### config.mk
export PLATFORM = sky130hd
export DESIGN_NAME = dcache_ctrl
export DESIGN_NICKNAME = d
export VERILOG_FILES = /design/src/dcache_pkg.sv /design/src/dcache_ctrl.sv
export SDC_FILE = /design/constraint.sdc
export NUM_CORES = 1
export LEC_CHECK = 0
export BUFFER_PORTS_ARGS = -buffer_cell sky130_fd_sc_hd__buf_2
export CAP_MARGIN = 25
export CORE_AREA = 10 10 166 168
export DETAILED_ROUTE_END_ITERATION = 16
export DIE_AREA = 0 0 176 178
export GPL_TIMING_DRIVEN = 0
export HOLD_SLACK_MARGIN = 0.03
export SKIP_CTS_REPAIR_TIMING = 1
export SYNTH_ARGS = -nofsm -noshare
export SYNTH_HDL_FRONTEND = slang
export SYNTH_SLANG_ARGS = --single-unit
### constraint.sdc
create_clock -name clk_i -period 3.8 [get_ports clk_i]
set_input_delay 0.38 -clock clk_i [delete_from_list [all_inputs] [get_ports clk_i]]
set_output_delay 0.38 -clock clk_i [all_outputs]
set_load 0.03 [all_outputs]
### src/dcache_pkg.sv
package dcache_pkg;

    // ~~~~~~~~~~~~~~~~~~~~
    // Geometry.
    // ~~~~~~~~~~~~~~~~~~~~

    localparam int ADDR_W      = 10;
    localparam int DATA_W      = 32;
    localparam int LINE_BYTES  = 16;
    localparam int NUM_LINES   = 4;
    localparam int OFFSET_W    = $clog2(LINE_BYTES);
    localparam int INDEX_W     = $clog2(NUM_LINES);
    localparam int TAG_W       = ADDR_W - OFFSET_W - INDEX_W;
    localparam int LINE_ADDR_W = ADDR_W - OFFSET_W;

    // Main memory model.
    localparam int MEM_LINES   = 64;
    localparam int MEM_LATENCY = 4;
    localparam int LAT_CNT_W   = $clog2(MEM_LATENCY + 1);

    // ~~~~~~~~~~~~~~~~~~~~
    // Types.
    // ~~~~~~~~~~~~~~~~~~~~

    typedef enum logic [1:0] {
        SIZE_BYTE,
        SIZE_HALF,
        SIZE_WORD
    } memop_size_e;

    typedef enum logic [1:0] {
        TAG_CHECK,
        ACCESS,
        WRITEBACK,
        REFILL
    } cache_state_e;

    // Byte 0 sits in bits 7:0, so word and half views stay little endian.
    typedef logic [LINE_BYTES-1:0][7:0] line_t;

    typedef struct packed {
        logic              rd;
        logic              wr;
        memop_size_e       size;
        logic [ADDR_W-1:0] addr;
        logic [DATA_W-1:0] wdata;
    } core_req_t;

    typedef struct packed {
        logic                   req;
        logic                   we;
        logic [LINE_ADDR_W-1:0] line_addr;
        line_t                  line;
    } mem_req_t;

    typedef struct packed {
        logic  ack;
        line_t line;
    } mem_rsp_t;

endpackage

### src/dcache_ctrl.sv
`timescale 1ns/1ps

module dcache_ctrl import dcache_pkg::*; (
    input  logic             clk_i,
    input  logic             rst_n_i,

    input  core_req_t        req_i,
    input  logic             hit_i,
    input  logic             victim_dirty_i,
    input  logic [TAG_W-1:0] victim_tag_i,
    input  line_t            victim_line_i,

    input  mem_rsp_t         mem_rsp_i,
    output mem_req_t         mem_req_o,

    output logic             fill_en_o,
    output logic             store_en_o,
    output logic             load_en_o,
    output logic             done_o,
    output logic             hit_o
);

    cache_state_e state_q;

    logic req_active;
    logic issue_wb;
    logic issue_rd;
    logic refill_q;
    logic done_q;
    logic hit_q;

    logic                   mem_stb_q;
    logic                   mem_we_q;
    logic [LINE_ADDR_W-1:0] mem_addr_q;
    line_t                  mem_line_q;

    // The done cycle still sees the old request, so it is skipped.
    assign req_active = (req_i.rd || req_i.wr) && !done_q;

    assign issue_wb = (state_q == TAG_CHECK) && req_active && !hit_i && victim_dirty_i;
    assign issue_rd = ((state_q == TAG_CHECK) && req_active && !hit_i && !victim_dirty_i)
                   || ((state_q == WRITEBACK) && mem_rsp_i.ack);

    // ~~~~~~~~~~~~~~~~~~~~
    // FSM.
    // ~~~~~~~~~~~~~~~~~~~~

    always_ff @(posedge clk_i or negedge rst_n_i) begin
        if (!rst_n_i) begin
            state_q   <= TAG_CHECK;
            mem_stb_q <= 1'b0;
            mem_we_q  <= 1'b0;
            refill_q  <= 1'b0;
            done_q    <= 1'b0;
            hit_q     <= 1'b0;
        end else begin
            mem_stb_q <= issue_wb || issue_rd;
            done_q    <= 1'b0;
            hit_q     <= 1'b0;
            if (issue_wb) begin
                mem_we_q <= 1'b1;
            end else if (issue_rd) begin
                mem_we_q <= 1'b0;
            end
            case (state_q)
                TAG_CHECK: begin
                    if (req_active) begin
                        if (hit_i) begin
                            state_q <= ACCESS;
                        end else if (victim_dirty_i) begin
                            state_q  <= WRITEBACK;
                            refill_q <= 1'b1;
                        end else begin
                            state_q  <= REFILL;
                            refill_q <= 1'b1;
                        end
                    end
                end
                ACCESS: begin
                    state_q  <= TAG_CHECK;
                    done_q   <= 1'b1;
                    hit_q    <= !refill_q;
                    refill_q <= 1'b0;
                end
                WRITEBACK: begin
                    if (mem_rsp_i.ack) state_q <= REFILL;
                end
                REFILL: begin
                    if (mem_rsp_i.ack) state_q <= TAG_CHECK;
                end
                default: state_q <= TAG_CHECK;
            endcase
        end
    end

    // The memory request payload is captured with the strobe.
    always_ff @(posedge clk_i) begin
        if (issue_wb) begin
            mem_addr_q <= {victim_tag_i, req_i.addr[OFFSET_W+INDEX_W-1:OFFSET_W]};
            mem_line_q <= victim_line_i;
        end else if (issue_rd) begin
            mem_addr_q <= req_i.addr[ADDR_W-1:OFFSET_W];
        end
    end

    assign mem_req_o = '{req: mem_stb_q, we: mem_we_q, line_addr: mem_addr_q, line: mem_line_q};

    assign fill_en_o  = (state_q == REFILL) && mem_rsp_i.ack;
    assign store_en_o = (state_q == ACCESS) && req_i.wr;
    assign load_en_o  = (state_q == ACCESS) && req_i.rd;
    assign done_o     = done_q;
    assign hit_o      = hit_q;

endmodule

== Word-level counts from Yosys, hierarchy flattened ==
Cells that the tools add are included.

* Register bits after elaboration: 141
* Bits in latches: 0
* Bits in writable memories: 0
* ROM bits: 0
* Bits of input ports: 311
* Output and inout bits: 141
* Word-level logic and storage cells: 66
* Memories: 0

* Add/subtract/negate cells: 0
* Multiply operators: 0
* Div/mod/pow operators: 0
* Magnitude comparators: 0
* Eq/ne operators: 7
* Shift operators: 0
* Mux-type cells: 15
* Bitwise gates (word level): 0
* Reduce and logical (&&, ||, !) cells: 21

{| class="wikitable"
|+ Operator list
! cell !! count
|-
| 6-bit 2-to-1 mux || 2
|-
| 1-bit logical AND || 9
|-
| 2-bit 2-to-1 mux || 4
|-
| 2-bit inequality test (second input constant) || 4
|-
| 2-bit case mux with 4 select lines || 1
|-
| 1-bit 2-to-1 mux || 7
|-
| 3-bit AND reduction || 2
|-
| 2-bit == test (second input constant) || 2
|-
| 1-bit logical NOT || 4
|-
| 2-bit nonzero test || 2
|-
| 1-bit logical OR || 3
|-
| 2-bit by 1-bit == test with 1-bit output (second input constant) || 1
|-
| 2-bit logical NOT || 1
|-
| 1-bit case mux with 2 select lines || 1
|}

== Depth between registers and ports, before layout ==
* Depth in word-level cells: 8
* Gate-level depth with buffers: 5
* Depth with buffers taken out: 3

== Worst setup path before layout ==
No wires, ideal clock.

* Kind: flip-flop to flip-flop
* From: register done_q (netlist: done_o)
* To: register mem_addr_q[2] (data pin)
* Setup time: 0.261 ns
* Arrival time: 1.896 ns
* Data required time: 3.539 ns
* Slack: 1.644 ns
* Cell stages (with the launch flop): 5
* Period minus slack after synthesis: 2.156 ns
* Cell sequence: dfrtp_1 > nor2_1 > and4b_1 > buf_6 > mux2_4

* Longest elaborated chain between the ends: 6

{| class="wikitable"
|+ RTL lines
! element !! RTL line !! RTL
|-
| start: declaration || dcache_ctrl.sv:29 || <nowiki>logic done_q;</nowiki>
|-
| start signal: assignment || dcache_ctrl.sv:54 || <nowiki>done_q <= 1'b0;</nowiki>
|-
| start signal: assignment || dcache_ctrl.sv:58 || <nowiki>done_q <= 1'b0;</nowiki>
|-
| start signal: assignment || dcache_ctrl.sv:81 || <nowiki>done_q <= 1'b1;</nowiki>
|-
| 1-bit logical NOT || dcache_ctrl.sv:38 || <nowiki>assign req_active = (req_i.rd || req_i.wr) && !done_q;</nowiki>
|-
| 1-bit logical AND || dcache_ctrl.sv:38 ||
|-
| 1-bit logical AND (3 in a row) || dcache_ctrl.sv:40 || <nowiki>assign issue_wb = (state_q == TAG_CHECK) && req_active && !hit_i && victim_dirty_i;</nowiki>
|-
| net issue_wb || dcache_ctrl.sv:26 || <nowiki>logic issue_wb;</nowiki>
|-
| 6-bit 2-to-1 mux || dcache_ctrl.sv:98 || <nowiki>if (issue_wb) begin</nowiki>
|-
| end signal: assignment || dcache_ctrl.sv:99 || <nowiki>mem_addr_q <= {victim_tag_i, req_i.addr[OFFSET_W+INDEX_W-1:OFFSET_W]};</nowiki>
|-
| end signal: assignment || dcache_ctrl.sv:102 || <nowiki>mem_addr_q <= req_i.addr[ADDR_W-1:OFFSET_W];</nowiki>
|-
| end: declaration || dcache_ctrl.sv:34 || <nowiki>logic [LINE_ADDR_W-1:0] mem_addr_q;</nowiki>
|}

The timed path passes the listed nets, and every way through them passes these cells.
A chain may end at the register's enable or synchronous reset.

== Worst setup path in the final report ==
* From: register state_q[1]
* To: register mem_line_q, in the netlist mem_req_o[59], enable pin

* Longest elaborated chain between the ends: 4

{| class="wikitable"
|+ RTL lines
! element !! RTL line !! RTL
|-
| start: declaration || dcache_ctrl.sv:23 || <nowiki>cache_state_e state_q;</nowiki>
|-
| start signal: assignment || dcache_ctrl.sv:50 || <nowiki>state_q <= TAG_CHECK;</nowiki>
|-
| start signal: assignment || dcache_ctrl.sv:69 || <nowiki>state_q <= ACCESS;</nowiki>
|-
| start signal: assignment || dcache_ctrl.sv:71 || <nowiki>state_q <= WRITEBACK;</nowiki>
|-
| 2-bit logical NOT || dcache_ctrl.sv:40 ||
|-
| 1-bit logical AND (3 in a row) || dcache_ctrl.sv:40 ||
|-
| net issue_wb || dcache_ctrl.sv:26 ||
|-
| end signal: assignment || dcache_ctrl.sv:100 || <nowiki>mem_line_q <= victim_line_i;</nowiki>
|-
| end: declaration || dcache_ctrl.sv:35 || <nowiki>line_t mem_line_q;</nowiki>
|}

The timed path passes the listed nets, and every way through them passes these cells.

==> run metrics <==
register area share after synthesis 0.9416; Critical Path Fanout Max 73; worst reg2reg setup slack about 1.7 ns; cell mode on critical path buf_6; total congestion overflow 0; top cells by area, synth edfxtp_1 (90%), dfrtp_1 (3.9%), mux2_4 (1.3%); Final nets 791; Clock Power Share 0.411; CP max stage delay between 0.5 and 0.6 ns; max capacitance violation total 0; Net Sw Power 0.001230 W; DR vias around 2900; total CTS buffers 17; Logic pwr share 0.159; Syn Inst Count approximately 170; initial core utilization 0.1850; Min-Delay Path Class primary input to flop; syn_area_per_cell between 20 and 30 µm²; RSZ-0062 raised after global routing no; Cell Area, Placed roughly 6300 µm²; clock buffer depth 2; Relative slew margins 0.5367; Clock Latency Late Sink around 0.41 ns; Yosys top cell by area edfxtp_1; Critical Path Start Type flop; clock root cell clkbuf_16; number of enable flip-flop cells after synthesis 134; die height roughly 180 µm; Total Wirelength roughly 16 mm; Seq pwr share 0.430; clock transition at the registers of the reported paths around 0.060 ns; CTS H-tree depth 4; area of the core around 24000 µm²; Final Max Slew Viols 0; Final setup viols 0; Synth cell types 22; layout cells sized above 1 0.6694; Yosys reg bits ~140; crit path DAT between 2 and 2.5 ns; Total Negative Setup Slacks 0 ns; Max IR drop VDD between 0.0002 and 0.0003 V; synthesized area between 4000 and 5000 µm²; Required @ worst endpoint around 3.9 ns; fraction of the cycle the final worst path needs 0.5644; drt pass-1 iters 4; WP buf/inv 3; pin count of the biggest net entering global routing between 70 and 80; Final Cell Area approximately 7000 µm²; Internal ~0.0033 W; initial antenna violation count 6; CP max-delay cell buf_6; top cell type's share of synthesized area 0.9024; vias in the first global route roughly 3200; Main synth FF type edfxtp_1; CTS tree yes; width of the chip between 150 and 200 µm; first-pass GRT wire length 22.07 mm; All-Layer GR Usage 0.1002; worst slew pin tran between 0.6 and 0.7 ns; switching share of power 0.2718; CP delay by family, top buffers and inverters; area grow syn2layout 56.96%; Synth top cells by count edfxtp_1 (134), dfrtp_1 (7), and2_1 (4), mux2_4 (4); syn_nets just under 500; Setup CP Type flop to flop; Pleak 2.875 nW; CP endpoint kind flop; clk sinks approximately 140; power per cell area ~650 nW/µm²; GPL Wtd Cong slightly below 0.8; drt wl/cell between 15 and 20 µm; # DRC 0; hpwl dp 13.58 mm; outcome complete, no violations; DIE AREA about 31000 µm²; Final ANT Viol Nets 0; Ys Warns 0; fmax 466.2 MHz; clock skew 0.006669 ns; PortBufs 285; vias per cell between 3 and 4; asr flop ratio synth 0.04965; minimum clock period between 2 and 2.5 ns; row count between 50 and 60; 1st-iter DRT viols around 120; IO Count about 450; worst-path cell chain buf_6, nor2_1, and4b_1, buf_6, buf_16; Hold Fails Final Rpt 0; most frequent cell after synthesis edfxtp_1; Fillers between 2000 and 3000
## placed cells by master (no fill, tap or decap), types with 2 or more instances in the layout
| cell | n |
|---|---|
| a21oi_2 | 2 |
| nand3b_1 | 2 |
| buf_6 | 2 |
| nor2b_1 | 2 |
| edfxtp_1 | 134 |
| buf_4 | 2 |
| buf_2 | 285 |
| dfrtp_1 | 7 |
| inv_1 | 2 |
| inv_6 | 7 |
| diode_2 | 6 |
| clkbuf_16 | 17 |
| and2_1 | 4 |
| clkinvlp_4 | 2 |
| bufinv_16 | 5 |
| nor2_1 | 2 |
| mux2_4 | 4 |
## cells by family (layout without fill, tap and decap cells)
group	count (synthesis)	count (layout)	share of synthesized area
flops	141	141	0.9416
simple gates	16	16	0.02301
compound gates	7	7	0.01178
buf+inv	6	325	0.01010
mux	4	4	0.01347
other cells	0	6	0
## path summary, 6_finish.rpt
kind / from / cells past startpoint / to
min in group asynchronous: rst_n_i / 2 / mem_we_q
setup / recovery: state_q[1] / 5 / mem_req_o[59]
hold / removal: req_i[37] / 1 / mem_addr_q[1]
hold reg to reg: refill_q / 2 / refill_q
max in group asynchronous: rst_n_i / 2 / state_q[1]
setup reg to reg: state_q[1] / 5 / mem_req_o[59]
## power by group through the flow
stage	clock network, W	registers, W	logic, W
2_1_floorplan	0	0.00222	0.000206
3_3_place_gp	0	0.00198	0.000715
3_5_place_dp	0	0.00198	0.000733
4_1_cts	0.00192	0.00195	0.000733
5_1_grt	0.00200	0.00196	0.000769
6_report	0.00186	0.00195	0.000718
## flip-flops by register name (all words and copies together) (netlist names)
name,flops
refill_q,1
mem_req_o,128
mem_addr_q,6
mem_stb_q,1
hit_o,1
state_q,2
done_o,1
mem_we_q,1
## stage by stage
step	power, W	std cells	hold slack (ns)	util	worst slack (ns)
global placement	0.002698	783	0.2253	0.2610	1.423
finish	0.004525	823	0.1381	0.2904	1.655
CTS	0.004607	816	-0.2268	0.2893	1.633
global route	0.004730	818	0.1011	0.2898	1.513
detailed placement	0.002715	784	0.2291	0.2621	1.598
floorplan	0.002423	174	0.08441	-	1.644
## cell type report
| class | count | area, µm² | share of cell area |
|---|---|---|---|
| buffer | 4 | 37.54 | 0.005363 |
| antenna | 6 | 15.01 | 0.002145 |
| sequential | 141 | 4199 | 0.5999 |
| tap | 324 | 405.4 | 0.05792 |
| inverter | 2 | 7.507 | 0.001073 |
| clock inverter | 14 | 226.5 | 0.03236 |
| timing repair buffer | 287 | 1464 | 0.2092 |
| clock buffer | 18 | 429.2 | 0.06132 |
| multi-input combinational | 27 | 215.2 | 0.03075 |
## routing by layer
| metal | wire [µm] | track usage |
|---|---|---|
| met5 | 11 | 0 |
| met3 | 1582 | 0.04778 |
| met2 | 8163 | 0.1626 |
| met4 | 178 | 0.04168 |
| met1 | 6522 | 0.1112 |
Note: power is estimated with default switching activity, not from simulation.
